`src/logic/hazardUnit_config.svh`:
```
`ifndef HAZARDUNIT_CONFIG_SVH
`define HAZARDUNIT_CONFIG_SVH

////////////////////////////////////////////////////////////
// Hazard unit sizing
////////////////////////////////////////////////////////////

// Architectural register index, 32 integer registers
`define REG_IDX_W 5

// Operand source select into the EX operand muxes
// Four sources: regfile, EX/MEM, MEM/WB, virtual WB
`define FWD_SEL_W 2

// Next-PC mux select toward the fetch stage
// Four sources: PC+4, BTB target, resolved target, fall-through
`define NPC_SEL_W 2

`endif

```
`src/logic/hazardPkg.sv`:
```
`include "hazardUnit_config.svh"

package hazardPkg;

    ////////////////////////////////////////////////////////////
    // Operand forwarding sources
    ////////////////////////////////////////////////////////////
    typedef enum logic [`FWD_SEL_W-1:0] {
        REGFILE = 2'd0,  // No hazard, read port value
        EXMEM   = 2'd1,  // ALU result sitting in EX/MEM
        MEMWB   = 2'd2,  // Value being written back
        VWB     = 2'd3   // Held one cycle past WB
    } fwdSrc_t;

    ////////////////////////////////////////////////////////////
    // Next-PC sources
    ////////////////////////////////////////////////////////////
    typedef enum logic [`NPC_SEL_W-1:0] {
        SEQ       = 2'd0,  // PC + 4
        PREDICTED = 2'd1,  // BTB target
        RESOLVED  = 2'd2,  // Computed branch/jump target
        FALLTHRU  = 2'd3   // Branch PC + 4 after bad taken guess
    } npcSel_t;

    ////////////////////////////////////////////////////////////
    // SPARC Bicc condition field
    ////////////////////////////////////////////////////////////
    // Upper half is the negation of the lower half
    typedef enum logic [3:0] {
        BN   = 4'h0,  // Never
        BE   = 4'h1,  // Z
        BLE  = 4'h2,  // Z | (N ^ V)
        BL   = 4'h3,  // N ^ V
        BLEU = 4'h4,  // C | Z
        BCS  = 4'h5,  // C
        BNEG = 4'h6,  // N
        BVS  = 4'h7,  // V
        BA   = 4'h8,  // Always
        BNE  = 4'h9,  // !Z
        BG   = 4'hA,  // Signed greater
        BGE  = 4'hB,  // Signed greater or equal
        BGU  = 4'hC,  // Unsigned greater
        BCC  = 4'hD,  // !C
        BPOS = 4'hE,  // !N
        BVC  = 4'hF   // !V
    } cond_t;

endpackage

```
`src/logic/forwardUnit.sv`:
```
`timescale 1ns/100ps
`include "hazardUnit_config.svh"

module forwardUnit (
    // IF/ID, store data read in ID
    input  logic                  i_ifIdNeedRs2,
    input  logic [`REG_IDX_W-1:0] i_ifIdRs2,
    // ID/EX, operands consumed in EX
    input  logic                  i_idExNeedRs1,
    input  logic                  i_idExNeedRs2,
    input  logic [`REG_IDX_W-1:0] i_idExRs1,
    input  logic [`REG_IDX_W-1:0] i_idExRs2,
    // EX/MEM producer
    input  logic                  i_exMemRegWe,
    input  logic [`REG_IDX_W-1:0] i_exMemRdst,
    input  logic                  i_exMemIsLoad,   // Data not ready until after MEM
    // MEM/WB producer
    input  logic                  i_memWbRegWe,
    input  logic [`REG_IDX_W-1:0] i_memWbRdst,
    // Virtual write-back, one cycle past WB
    input  logic                  i_vwbRegWe,
    input  logic [`REG_IDX_W-1:0] i_vwbRdst,
    // Selects
    output hazardPkg::fwdSrc_t    o_opOneExSel,
    output hazardPkg::fwdSrc_t    o_opTwoExSel,
    output logic                  o_opTwoIdSel,    // Store data from MEM/WB
    output logic                  o_needStall      // Load-use bubble request
);

    import hazardPkg::*;

    // Producer writes the register a consumer needs, r0 excluded
    function automatic logic producerHit(
        input logic                  need,
        input logic                  we,
        input logic [`REG_IDX_W-1:0] rdst,
        input logic [`REG_IDX_W-1:0] rs
    );
        return need && we && (rdst != '0) && (rdst == rs);
    endfunction

    // Youngest producer wins
    function automatic fwdSrc_t youngestSrc(
        input logic exHit,
        input logic exLoad,
        input logic memHit,
        input logic vwbHit
    );
        fwdSrc_t src;
        if (exHit && !exLoad) begin
            src = EXMEM;
        end else if (memHit) begin    // Load in EX/MEM falls through here
            src = MEMWB;
        end else if (vwbHit) begin
            src = VWB;
        end else begin
            src = REGFILE;
        end
        return src;
    endfunction

    logic exHitOne;
    logic memHitOne;
    logic vwbHitOne;
    logic exHitTwo;
    logic memHitTwo;
    logic vwbHitTwo;

    ////////////////////////////////////////////////////////////
    // Producer matches per EX operand
    ////////////////////////////////////////////////////////////
    assign exHitOne  = producerHit(i_idExNeedRs1, i_exMemRegWe, i_exMemRdst, i_idExRs1);
    assign memHitOne = producerHit(i_idExNeedRs1, i_memWbRegWe, i_memWbRdst, i_idExRs1);
    assign vwbHitOne = producerHit(i_idExNeedRs1, i_vwbRegWe, i_vwbRdst, i_idExRs1);

    assign exHitTwo  = producerHit(i_idExNeedRs2, i_exMemRegWe, i_exMemRdst, i_idExRs2);
    assign memHitTwo = producerHit(i_idExNeedRs2, i_memWbRegWe, i_memWbRdst, i_idExRs2);
    assign vwbHitTwo = producerHit(i_idExNeedRs2, i_vwbRegWe, i_vwbRdst, i_idExRs2);

    // Operand mux selects
    assign o_opOneExSel = youngestSrc(exHitOne, i_exMemIsLoad, memHitOne, vwbHitOne);
    assign o_opTwoExSel = youngestSrc(exHitTwo, i_exMemIsLoad, memHitTwo, vwbHitTwo);

    // Load in EX/MEM feeding either operand needs one bubble
    assign o_needStall = i_exMemIsLoad && (exHitOne || exHitTwo);

    // Store data bypass in ID
    assign o_opTwoIdSel = producerHit(i_ifIdNeedRs2, i_memWbRegWe, i_memWbRdst, i_ifIdRs2);

endmodule

```
`src/logic/conditionCheck.sv`:
```
`timescale 1ns/100ps

module conditionCheck (
    input  logic             [3:0] i_cc,            // N Z V C
    input  hazardPkg::cond_t       i_cond,          // Bicc cond field
    output logic                   o_branchTaken
);

    import hazardPkg::*;

    logic flagN;
    logic flagZ;
    logic flagV;
    logic flagC;
    logic baseTrue;    // Lower-half condition value

    // Unpack flags
    assign flagN = i_cc[3];
    assign flagZ = i_cc[2];
    assign flagV = i_cc[1];
    assign flagC = i_cc[0];

    ////////////////////////////////////////////////////////////
    // Bicc table, each pair shares one term
    ////////////////////////////////////////////////////////////
    always_comb begin
        unique case (i_cond)
            BN,   BA:   baseTrue = 1'b0;                      // Never / always
            BE,   BNE:  baseTrue = flagZ;                     // Equal
            BLE,  BG:   baseTrue = flagZ | (flagN ^ flagV);   // Signed less or equal
            BL,   BGE:  baseTrue = flagN ^ flagV;             // Signed less
            BLEU, BGU:  baseTrue = flagC | flagZ;             // Unsigned less or equal
            BCS,  BCC:  baseTrue = flagC;                     // Carry set
            BNEG, BPOS: baseTrue = flagN;                     // Negative
            BVS,  BVC:  baseTrue = flagV;                     // Overflow
        endcase
    end

    // Bit 3 inverts the sense
    assign o_branchTaken = baseTrue ^ i_cond[3];

endmodule

```
`src/logic/branchResolver.sv`:
```
`timescale 1ns/100ps

module branchResolver (
    input  logic                i_pcMatchValid,   // BTB hit for this PC
    input  logic                i_branchInstr,
    input  logic                i_jumpInstr,
    input  logic                i_branchTaken,    // Condition true
    input  logic                i_targetMatch,    // BTB target equals computed one
    input  logic          [1:0] i_ctrlIn,         // 2-bit counter from BTB
    output logic          [1:0] o_ctrlOut,        // Counter to write back
    output hazardPkg::npcSel_t  o_npcSel,
    output logic                o_redirect,       // Wrong path fetched
    output logic                o_btbUpdate       // Control transfer seen
);

    import hazardPkg::*;

    logic predTaken;
    logic actualTaken;
    logic dirMiss;       // Direction disagrees
    logic targetMiss;    // Both taken, targets differ

    ////////////////////////////////////////////////////////////
    // Prediction vs outcome
    ////////////////////////////////////////////////////////////
    assign predTaken   = i_pcMatchValid & i_ctrlIn[1];           // Weakly/strongly taken
    assign actualTaken = i_jumpInstr | (i_branchInstr & i_branchTaken);

    assign dirMiss    = predTaken ^ actualTaken;
    assign targetMiss = predTaken & actualTaken & ~i_targetMatch;
    assign o_redirect = dirMiss | targetMiss;

    // Next PC choice
    always_comb begin
        if (o_redirect && actualTaken) begin
            o_npcSel = RESOLVED;    // Go to computed target
        end else if (o_redirect) begin
            o_npcSel = FALLTHRU;    // Undo a taken guess
        end else if (predTaken) begin
            o_npcSel = PREDICTED;   // Guess was right
        end else begin
            o_npcSel = SEQ;
        end
    end

    // Any branch or jump trains the BTB
    assign o_btbUpdate = i_branchInstr | i_jumpInstr;

    ////////////////////////////////////////////////////////////
    // Saturating counter
    ////////////////////////////////////////////////////////////
    always_comb begin
        if (actualTaken) begin
            o_ctrlOut = (i_ctrlIn == 2'b11) ? 2'b11 : i_ctrlIn + 2'd1;   // Toward strong taken
        end else begin
            o_ctrlOut = (i_ctrlIn == 2'b00) ? 2'b00 : i_ctrlIn - 2'd1;   // Toward strong not
        end
    end

endmodule

```
`src/logic/stallUnit.sv`:
```
`timescale 1ns/100ps

module stallUnit (
    input  logic i_needStall,     // Load-use from forwarding
    input  logic i_dcacheMiss,    // MEM stage
    input  logic i_icacheMiss,    // IF stage
    input  logic i_redirect,      // Mispredict resolved in EX
    input  logic i_btbUpdate,     // Branch or jump in EX
    // Stalls
    output logic o_pcStall,
    output logic o_ifIdStall,
    output logic o_idExStall,
    output logic o_exMemStall,
    // Flushes
    output logic o_ifIdFlush,
    output logic o_idExFlush,
    output logic o_exMemFlush,
    output logic o_memWbFlush,
    // BTB
    output logic o_btbWrite
);

    ////////////////////////////////////////////////////////////
    // Priority chain
    ////////////////////////////////////////////////////////////
    always_comb begin
        o_pcStall    = 1'b0;
        o_ifIdStall  = 1'b0;
        o_idExStall  = 1'b0;
        o_exMemStall = 1'b0;
        o_ifIdFlush  = 1'b0;
        o_idExFlush  = 1'b0;
        o_memWbFlush = 1'b0;

        if (i_dcacheMiss) begin
            // Freeze front four stages and bubble into WB
            o_pcStall    = 1'b1;
            o_ifIdStall  = 1'b1;
            o_idExStall  = 1'b1;
            o_exMemStall = 1'b1;
            o_memWbFlush = 1'b1;
        end else if (i_redirect) begin
            // Kill wrong-path IF and ID with the load-use consumer
            o_ifIdFlush = 1'b1;
            o_idExFlush = 1'b1;
        end else if (i_needStall) begin
            o_pcStall   = 1'b1;   // Refetch same PC
            o_ifIdStall = 1'b1;   // Hold consumer in ID
            o_idExFlush = 1'b1;   // Bubble into EX
        end else if (i_icacheMiss) begin
            o_pcStall   = 1'b1;
            o_ifIdFlush = 1'b1;   // No valid instruction yet
        end

        // EX frozen on a data miss so the branch retrains later
        o_btbWrite = i_btbUpdate & ~i_dcacheMiss;
    end

    // Load-use never duplicates an EX result here
    assign o_exMemFlush = 1'b0;

endmodule

```
`src/logic/hazardUnit.sv`:
```
`timescale 1ns/100ps
`include "hazardUnit_config.svh"

module hazardUnit (
    ////////////////////////////////////////////////////////////
    // Forwarding inputs
    ////////////////////////////////////////////////////////////
    input  logic                  i_ifIdNeedRs2,
    input  logic [`REG_IDX_W-1:0] i_ifIdRs2,
    input  logic                  i_idExNeedRs1,
    input  logic                  i_idExNeedRs2,
    input  logic [`REG_IDX_W-1:0] i_idExRs1,
    input  logic [`REG_IDX_W-1:0] i_idExRs2,
    input  logic                  i_exMemRegWe,
    input  logic [`REG_IDX_W-1:0] i_exMemRdst,
    input  logic                  i_exMemIsLoad,
    input  logic                  i_memWbRegWe,
    input  logic [`REG_IDX_W-1:0] i_memWbRdst,
    input  logic                  i_vwbRegWe,
    input  logic [`REG_IDX_W-1:0] i_vwbRdst,
    // Branch inputs
    input  logic            [3:0] i_cc,            // NZVC
    input  hazardPkg::cond_t      i_cond,
    input  logic                  i_pcMatchValid,
    input  logic                  i_branchInstr,
    input  logic                  i_jumpInstr,
    input  logic                  i_targetMatch,
    input  logic            [1:0] i_ctrlIn,
    // Cache misses
    input  logic                  i_dcacheMiss,
    input  logic                  i_icacheMiss,
    ////////////////////////////////////////////////////////////
    // Outputs
    ////////////////////////////////////////////////////////////
    output hazardPkg::fwdSrc_t    o_opOneExSel,
    output hazardPkg::fwdSrc_t    o_opTwoExSel,
    output logic                  o_opTwoIdSel,
    output logic            [1:0] o_ctrlOut,
    output hazardPkg::npcSel_t    o_npcSel,
    output logic                  o_pcStall,
    output logic                  o_ifIdStall,
    output logic                  o_idExStall,
    output logic                  o_exMemStall,
    output logic                  o_ifIdFlush,
    output logic                  o_idExFlush,
    output logic                  o_exMemFlush,
    output logic                  o_memWbFlush,
    output logic                  o_btbWrite
);

    logic needStall;     // Load-use, forward to stall
    logic branchTaken;   // Condition result
    logic redirect;      // Mispredict
    logic btbUpdate;     // Control transfer in EX

    forwardUnit forwardUnit_inst (
        .i_ifIdNeedRs2 (i_ifIdNeedRs2),
        .i_ifIdRs2     (i_ifIdRs2),
        .i_idExNeedRs1 (i_idExNeedRs1),
        .i_idExNeedRs2 (i_idExNeedRs2),
        .i_idExRs1     (i_idExRs1),
        .i_idExRs2     (i_idExRs2),
        .i_exMemRegWe  (i_exMemRegWe),
        .i_exMemRdst   (i_exMemRdst),
        .i_exMemIsLoad (i_exMemIsLoad),
        .i_memWbRegWe  (i_memWbRegWe),
        .i_memWbRdst   (i_memWbRdst),
        .i_vwbRegWe    (i_vwbRegWe),
        .i_vwbRdst     (i_vwbRdst),
        .o_opOneExSel  (o_opOneExSel),
        .o_opTwoExSel  (o_opTwoExSel),
        .o_opTwoIdSel  (o_opTwoIdSel),
        .o_needStall   (needStall)
    );

    conditionCheck conditionCheck_inst (
        .i_cc          (i_cc),
        .i_cond        (i_cond),
        .o_branchTaken (branchTaken)
    );

    branchResolver branchResolver_inst (
        .i_pcMatchValid (i_pcMatchValid),
        .i_branchInstr  (i_branchInstr),
        .i_jumpInstr    (i_jumpInstr),
        .i_branchTaken  (branchTaken),
        .i_targetMatch  (i_targetMatch),
        .i_ctrlIn       (i_ctrlIn),
        .o_ctrlOut      (o_ctrlOut),
        .o_npcSel       (o_npcSel),
        .o_redirect     (redirect),
        .o_btbUpdate    (btbUpdate)
    );

    // Sole owner of stalls and flushes
    stallUnit stallUnit_inst (
        .i_needStall  (needStall),
        .i_dcacheMiss (i_dcacheMiss),
        .i_icacheMiss (i_icacheMiss),
        .i_redirect   (redirect),
        .i_btbUpdate  (btbUpdate),
        .o_pcStall    (o_pcStall),
        .o_ifIdStall  (o_ifIdStall),
        .o_idExStall  (o_idExStall),
        .o_exMemStall (o_exMemStall),
        .o_ifIdFlush  (o_ifIdFlush),
        .o_idExFlush  (o_idExFlush),
        .o_exMemFlush (o_exMemFlush),
        .o_memWbFlush (o_memWbFlush),
        .o_btbWrite   (o_btbWrite)
    );

endmodule

```
`config.mk`:
```
export PLATFORM = sky130hd
export DESIGN_NAME = hazardUnit
export DESIGN_NICKNAME = d
export VERILOG_FILES = /design/src/logic/hazardPkg.sv /design/src/logic/forwardUnit.sv /design/src/logic/conditionCheck.sv /design/src/logic/branchResolver.sv /design/src/logic/stallUnit.sv /design/src/logic/hazardUnit.sv
export VERILOG_INCLUDE_DIRS = /design/src /design/src/logic
export SDC_FILE = /design/constraint.sdc
export NUM_CORES = 1
export LEC_CHECK = 0
export ABC_AREA = 1
export BUFFER_PORTS_ARGS = -buffer_cell sky130_fd_sc_hd__buf_2
export CAP_MARGIN = 0
export CORE_AREA = 2 2 52 54
export DETAILED_ROUTE_END_ITERATION = 7
export DIE_AREA = 0 0 54 56
export GPL_TIMING_DRIVEN = 0
export PLACE_DENSITY = 0.84
export SETUP_SLACK_MARGIN = 0.5
export SLEW_MARGIN = 20
export SYNTH_ARGS = -nofsm -noshare
export SYNTH_HDL_FRONTEND = slang
export SYNTH_SLANG_ARGS = --single-unit
```
`constraint.sdc`:
```
create_clock -name vclk -period 1.7
set_clock_uncertainty 0.15 [all_clocks]
set_input_delay 0 -clock vclk [all_inputs]
set_output_delay 0 -clock vclk [all_outputs]
set_load 0.005 [all_outputs]
```
# Word-level counts from Yosys, hierarchy flattened
# Index checks and enable logic that the tools add are counted.
totals:
  input_bits: 53
  elab_cells: 106
  reg_bits: 0
classes:
  n_reduce_logical: 40
  bitwise: 15
  add_sub_neg: 2
  n_eq_ne: 23
  n_mux: 26
ops:
  columns: ["operator", "n"]
  rows:
  - ["5-bit equality test", 7]
  - ["4-bit equality test, second input constant", 8]
  - ["1-bit logical AND", 25]
  - ["2-bit two-way mux", 11]
  - ["4-bit by 3-bit equality test with 1-bit output, second input constant", 4]
  - ["2-bit OR reduction", 8]
  - ["5-bit nonzero test", 3]
  - ["1-bit two-way mux", 14]
  - ["4-bit by 2-bit equality test with 1-bit output, second input constant", 2]
  - ["1-bit case mux with 8 select lines", 1]
  - ["1-bit AND", 5]
  - ["1-bit OR", 5]
  - ["4-bit by 1-bit equality test with 1-bit output, second input constant", 1]
  - ["4-bit zero test", 1]
  - ["1-bit bitwise XOR", 3]
  - ["2-bit by 1-bit adder with 2-bit output, second input constant", 1]
  - ["2-bit equality test, second input constant", 1]
  - ["2-bit zero test", 1]
  - ["1-bit inverter", 2]
  - ["2-bit by 1-bit subtractor with 2-bit output, second input constant", 1]
  - ["1-bit zero test", 1]
  - ["1-bit logical OR", 1]

# Logic depth before layout (Yosys ltp)
# Gate-level depths: netlist of the first run.
logic_depth:
  depth_word: 11
  mapped_depth: 17

# By module
# A second synthesis of the first run with hierarchy kept.
hier_totals:
  hier_cells: 249
  area_unflattened_um2: 1084.8
modules_own_cells:
  columns: ["module", "n_inst", "area_per_inst_um2", "cells_each", "seq_area_each_um2"]
  rows:
  - ["forwardUnit", 1, 778.2, 183, 0.0]
  - ["branchResolver", 1, 113.9, 24, 0.0]
  - ["conditionCheck", 1, 105.1, 25, 0.0]
  - ["stallUnit", 1, 87.6, 17, 0.0]

# Least setup slack after synthesis of the first run
# No wires, ideal clock.
synth_path:
  path_kind: "input-to-output"
  startpoint: "input i_cond[1]"
  endpoint: "output o_ifIdFlush"
  t_arrival_ps: 1226
  n_path_buf: 0
  slack_ps: 324
  stages: 15
  cell_sequence: "inv_2 nand3_1 nand2_1 nand2_1 nand2_1 inv_1 nand2_1 nand2_1 nand3_2 nand2_2 ha_1 nor2_1 nand3_1 nand2_2 nor2_1"
synth_between:
  elab_chain_len: 11
  elab_cells_between_ends: 34
  classes_between: "eq/ne: 15; mux: 3; bitwise: 7; reduce/logical: 9"
synth_rtl:
  columns: ["element", "line", "source"]
  rows:
  - ["from (decl)", "hazardUnit.sv:23", "input hazardPkg::cond_t i_cond,"]
  - ["4-bit by 3-bit equality test with 1-bit output (tied with other cells)", "conditionCheck.sv:27", "unique case (i_cond)"]
  - ["2-bit OR reduction", "conditionCheck.sv:27", null]
  - ["1-bit case mux with 8 select lines (*)", "conditionCheck.sv:27", null]
  - ["1-bit bitwise XOR (*)", "conditionCheck.sv:40", "assign o_branchTaken = baseTrue ^ i_cond[3];"]
  - ["1-bit AND (*)", "branchResolver.sv:27", "assign actualTaken = i_jumpInstr | (i_branchInstr & i_branchTaken);"]
  - ["1-bit OR (*)", "branchResolver.sv:27", null]
  - ["1-bit AND (2 in a row)", "branchResolver.sv:30", "assign targetMiss = predTaken & actualTaken & ~i_targetMatch;"]
  - ["1-bit OR (*)", "branchResolver.sv:31", "assign o_redirect = dirMiss | targetMiss;"]
  - ["1-bit two-way mux (*)", "stallUnit.sv:42", "end else if (i_redirect) begin"]
  - ["1-bit two-way mux (*)", "stallUnit.sv:35", "if (i_dcacheMiss) begin"]
  - ["to (decl)", "hazardUnit.sv:44", "output logic o_ifIdFlush,"]
# Every way passes the cells marked *; elsewhere a longest branch is shown, timed or not.

# Final worst setup path of the first run
# Same ends and word-level chain as after synthesis.

==> results.md, run 1 <==
* Cell count after synthesis at 200
* Port Buffers at 70
* Fmax at 629.3 MHz
* Synth cell types at 25
* Area leader, netlist: nand2_1
* Outcome: completed
* I/O pin total at 71
* # rows at 18
* Cts hold-fix bufs at 0
* Yosys top cell area share at 25.63%
* Post-Route WL at 3694 um
* Vias after detailed routing at 1583
* Iteration-0 DRC count of the detailed router at 46
* Multi-input logic area at 873.3 sq um
* DRC violations left at 0
* Commonest cells in the netlist: nand2_1, inv_1, nor2_1
* Antenna cells at 0
* RePlAce Congestion at 0.8998
* CP required at 1.55 ns
* CP Capture Type: output port
* Max Cap Viol at 0
* Initial antenna violation count at 0
* RSZ-0062 raised after global routing: true
* Syn Nets at 254
* Worst setup path category: in -> out
* Post-route insts no fill at 309
* Capturing element of the worst setup path: o_ifIdFlush
* Worst Path Arrival at 1.44 ns
* Number of vias per cell at 5.123
* Total Nets Final at 335
* Growth of design area from synthesis to finish at 76.50%
* Register area at 0 sq um
* Dpl hpwl at 2651 um
* YS warnings at 0
* Final Instance Area at 0.001654 sq mm
* Slew Viols, Final at 0
* Worst setup SP type: input port
* Min-Delay Path Class: in -> out
* Cell area after synthesis at 937.1 sq um
* Setup violators final at 0
* Detail Route Antenna Nets at 0
* CP startpoint: i_cond[1]
* Layout clock buffers at 0
* Die Footprint at 0.003024 sq mm
* Maximum vdd drop at 0.1564 mV
* Final Hold Viols at 0
* FILL cells at 233
* Largest net degree at the start of global routing at 7
* PwrDens at 245.7 mW/mm^2
* Cell leakage power at 0.0009523 uW
* Cells after DPL at 300
* Share of cells above drive strength 1 at 48.03%
* Period utilization at 93.47%
* GRT Total Usage at 21.60%
* Average wire per standard cell at 11.95 um
* Die height at 56 um
* Syn_area_per_cell at 4.686 sq um
* First drt pass iteration count at 5
* Min Tclk post-route at 1.589 ns
* Register area share after synthesis at 0%
* Global route total overflow at 0
* HP Start: i_dcacheMiss
* Most numerous cell in the Yosys netlist: nand2_1
* Die W at 54 um
* Core Region at 0.002432 sq mm
* Number of global-route vias before repair at 1360
* Synth area leaders: nand2_1, inv_1, nor2_1
* Num sequential at 0
* Placed standard-cell area at 0.001380 sq mm
* First-pass GRT wire length at 5285 um
* CP max FO at 4
* Initial Utilization at 38.53%
worst max-delay path, cell delays in order:
cell and delay, ns:
buf_12 0.11, inv_12 0.05, nand2_4 0.03, nand2_2 0.06
nand2_1 0.05, nand2_1 0.06, nand2_2 0.08, nand2_2 0.08
nand2_2 0.05, nand3_2 0.07, nand2_2 0.07, ha_4 0.17
inv_4 0.05, nor2_4 0.04, nor2_4 0.13, nand3_2 0.10
nand2_2 0.08, nor2_2 0.03, buf_2 0.11
worst min-delay path by stage:
stage	end	slack [ns]	cells past startpoint
final	o_idExFlush	0.15	3
after global routing	o_idExFlush	0.18	3
after CTS	o_ifIdFlush	0.15	4
after detailed placement	o_pcStall	0.15	4
after global placement	o_pcStall	0.14	4
after floorplan	o_idExFlush	-0.12	1
cells in the final DEF, fill, tap and decap left out, types with 2 or more instances in the layout:
master / Yosys / routed
buf_2: 0 / 54
nand2_1: 64 / 51
inv_1: 42 / 26
nor2_1: 22 / 17
nand2_2: 2 / 14
buf_4: 4 / 14
buf_6: 0 / 13
inv_2: 1 / 11
nand3_2: 2 / 9
nand3_1: 14 / 7
a21oi_1: 7 / 7
o22ai_1: 7 / 7
inv_4: 0 / 5
nand4_1: 5 / 5
xnor2_1: 5 / 5
o21ai_0: 5 / 4
nor3_1: 5 / 4
nor2_2: 0 / 3
xor2_1: 3 / 3
nor2_4: 0 / 2
o211ai_1: 2 / 2
o221ai_1: 2 / 2
o21ai_1: 1 / 2
cells by family after synthesis:
family | count (synthesis) | synth area share, %
fa+ha+maj | 1 | 1.335
simple gates | 117 | 53.41
buf+inv | 47 | 20.43
compound gates | 26 | 16.95
xor+xnor | 8 | 7.477
other cells | 1 | 0.4001
what timing repair did:
action | CTS | global route
gates cloned | 0 | 0
pin swaps | 20 | 27
setup buffers | 4 | 5
gates resized for setup | 21 | 50
endpoints found under the setup margin | 8 | 12
power by group:
group | internal (uW) | leakage [uW] | switching, uW
logic | 195 | 0.000952 | 211
registers | 0 | 0 | 0
clock network | 0 | 0 | 0
total | 195 | 0.000952 | 211
metrics by stage:
step	TNS (ns)	total power [uW]	setup WS (ns)	hold WS, ns	util [%]
floorplan	0	170.7	0.4320	-0.1224	-
global route	-0.004485	445.8	-0.004485	0.1783	68.00
finish	0	406.3	0.1110	0.1549	68.00
CTS	0	350.5	0.1570	0.1542	60.85
global placement	0	313.5	0.05405	0.1353	56.74
detailed placement	0	319.0	0.03708	0.1543	56.74
routing by layer:
layer | global-route usage, % | wire length (um) | vias to the layer above
met5 | 0 | 0 | -
met4 | 0 | 42 | 0
met3 | 0.2688 | 285 | 4
met2 | 43.38 | 1955 | 90
met1 | 25.64 | 1411 | 703
li1 | - | - | 786
area by class of cell:
| cell class | instances | share of cell area (%) |
|---|---|---|
| Multi-Input combinational cell | 153 | 52.80 |
| Timing Repair Buffer | 79 | 31.85 |
| Inverter | 43 | 11.27 |
| Tap cell | 30 | 2.269 |
| Buffer | 4 | 1.815 |
Power figures use the tool's default switching activity.
==> run 2: changes to the inputs <==
CORE_AREA = 2 2 77 42   (was 2 2 52 54)
DIE_AREA = 0 0 79 44   (was 0 0 54 56)
PLACE_DENSITY = 0.82   (was 0.84)
SYNTH_HIERARCHICAL = 1   (was unset)
==> results.md, run 2 <==
* Worst setup path category: in -> out
* Max Cap Viol at 0 (unchanged)
* Initial Utilization at 38.23% (-0.30 points)
* Yosys top cell area share at 42.56% (+17 points)
* Delay-heaviest family, CP: simple AND/OR/NAND/NOR gates
* Setup violators final at 0 (unchanged)
* PwrDens at 239.7 mW/mm^2 (-2.4%)
* Total Nets Final at 380 (+13%)
* RePlAce Congestion at 0.8792 (-2.3%)
* Outcome: completed
* Cells after DPL at 359 (+20%)
* CP Buf/Inv Count at 5 (+1)
* Largest family of logic cells by synthesized area: simple AND/OR/NAND/NOR gates
* GRT Total Usage at 19.24% (-2.4 points)
* Syn Nets at 303 (+19%)
* Number of vias per cell at 4.486 (-12%)
* Mux contribution to synthesized area at 0% (unchanged)
* Leading cell types in the layout, fill and taps excluded: nand2_1, buf_2, inv_1
* Worst path slowest cell: ha_4
* Post-Synth Simple-Gate Area at 68.97% (+16 points)
* # rows at 14 (-4)
* Synth cell types at 24 (-4.0%)
* Num sequential at 0 (unchanged)
* Post-synthesis compound-gate area fraction at 6.228% (-11 points)
* Commonest cells in the netlist: nand2_1, inv_1, nand3_1
* Slew Viols, Final at 0 (unchanged)
* Die height at 44 um (-21%)
* Cell count after synthesis at 249 (+25%)
* XOR/XNOR share of the synthesized area at 3.230% (-4.2 points)
* Area leader, netlist: nand2_1
* YS warnings at 6 (+6)
* Core Region at 0.002838 sq mm (+17%)
* Min-Delay Path Class: in -> out
* Register area share after synthesis at 0% (unchanged)
* First-pass GRT wire length at 5575 um (+5.5%)
* Final Hold Viols at 0 (unchanged)
* Worst Path Arrival at 1.40 ns (-0.04 ns)
* Vias after detailed routing at 1633 (+3.2%)
* Post-route insts no fill at 364 (+18%)
* Maximum vdd drop at 0.1185 mV (-24%)
* CP required at 1.55 ns (about the same)
* FILL cells at 286 (+23%)
* CP Capture Type: output port
* Number of global-route vias before repair at 1335 (-1.8%)
* Die Footprint at 0.003476 sq mm (+15%)
* Hold Path Stages at 4 (+1)
* Synth Area in Adders at 1.153% (-0.18 points)
* Initial antenna violation count at 0 (unchanged)
* Post-Route WL at 3423 um (-7.3%)
* Final Instance Area at 0.001648 sq mm (-0.38%)
* Layout clock buffers at 0 (unchanged)
* Min Tclk post-route at 1.553 ns (-0.03585 ns)
* Port Buffers at 70 (unchanged)
* Largest net degree at the start of global routing at 7 (unchanged)
* Antenna cells at 0 (unchanged)
* Cell area after synthesis at 0.001085 sq mm (+16%)
* Iteration-0 DRC count of the detailed router at 69 (+50%)
* DRC violations left at 0 (unchanged)
* Multi-input logic area at 934.6 sq um (+7.0%)
* Period utilization at 91.36% (-2.1 points)
* Crit path largest cell delay at 0.27 ns (+0.10 ns)
* Detail Route Antenna Nets at 0 (unchanged)
* Cell leakage power at 0.001081 uW (+14%)
* Worst setup SP type: input port
* Overall power at 394.9 uW (-2.8%)
* Global route total overflow at 0 (unchanged)
* Dpl hpwl at 3012 um (+14%)
* Growth of design area from synthesis to finish at 51.90%
* Average wire per standard cell at 9.404 um (-21%)
* Setup tns final at 0 ns (unchanged)
* Synth area leaders: nand2_1, inv_1, nand3_1
* Most common cell after layout, fill and taps aside: nand2_1
* CP max FO at 3 (-1)
* Crit path cell chain: buf_8 -> inv_6 -> nand2_4 -> nand2_2 -> nand2_1 -> nand3b_1 -> nand2_1 -> nand2_1 -> nand2_1 -> nand2_2 -> nand2_4 -> ha_4 -> inv_4 -> nand2_4 -> inv_2 -> nand2_2 -> nand2_2 -> nor2_2 -> buf_2
* RSZ-0062 raised after global routing: true
* Placed standard-cell area at 0.001545 sq mm (+12%)
* CP Depth at 19 (unchanged)
* Die W at 79 um (+46%)
* Fmax at 643.8 MHz (+2.3%)
* Share of cells above drive strength 1 at 39.20% (-8.8 points)
* Most numerous cell in the Yosys netlist: nand2_1
* I/O pin total at 71 (unchanged)
* Cts hold-fix bufs at 0 (unchanged)
* Syn_area_per_cell at 4.357 sq um (-7.0%)
* First drt pass iteration count at 4 (-1)
* Register area at 0 sq um (unchanged)
==> run 2: cell count changes in the layout (fill, tap and decap cells not counted), moves of 6 or more <==
cell,delta
o22ai_1,-6
buf_2,+13
nand3_2,-6
nand3_1,+10
buf_6,-9
buf_4,-7
nand2_1,+64
==> run 2: area by class of cell <==
cell class / count / share of cell area [%]
plain buffers: 4 / 1.822
well taps: 40 / 3.037
repair buffers: 75 / 25.36
inverters: 50 / 13.06
multi-input cells: 195 / 56.72
==> run 2: cells by family (layout without fill, tap and decap cells) <==
logic type,Yosys count,after routing
AO/OA/AOI/OAI,12,12
AND/OR/NAND/NOR,177,177
adder cells (fa/ha/maj),1,1
XOR/XNOR,4,4
buffers and inverters,54,129
other,1,1
==> run 2: repair_timing <==
action / 4_1_cts / 5_1_grt
pin swaps: 13 / 6
setup endpoints to repair: 7 / 8
setup buffers: 4 / 1
gates resized for setup: 12 / 7
cloned: 0 / 0
==> run 2: worst paths after layout <==
path,start,endpoint
min,i_icacheMiss,o_pcStall
max,i_cond[0],o_ifIdFlush
==> run 2: worst min-delay path, stage by stage <==
cell and delay (ns):
buf_2 0.08, nand2_1 0.05, nand3_2 0.06, buf_2 0.10
==> run 2: per-layer routing <==
layer	vias up	GRT usage, %	wire length [um]
li1	893	-	-
met1	664	30.00	1711
met2	76	30.00	1327
met3	0	2.292	384
met4	0	0	0
met5	-	0	0
==> run 2: per-stage QoR <==
step	hold slack, ns	worst slack, ns	util, %
2_1_floorplan	-0.1231	0.3969	-
3_3_place_gp	0.1308	0.05731	54.45
3_5_place_dp	0.1365	0.03167	54.45
4_1_cts	0.1487	0.1255	57.01
5_1_grt	0.1687	0.03647	58.07
6_report	0.1463	0.1468	58.07
==> run 2: power by group <==
| group | leakage [uW] | internal [uW] | switching, uW |
|---|---|---|---|
| clock network | 0 | 0 | 0 |
| registers | 0 | 0 | 0 |
| logic | 0.00108 | 178 | 217 |
| total | 0.00108 | 178 | 217 |
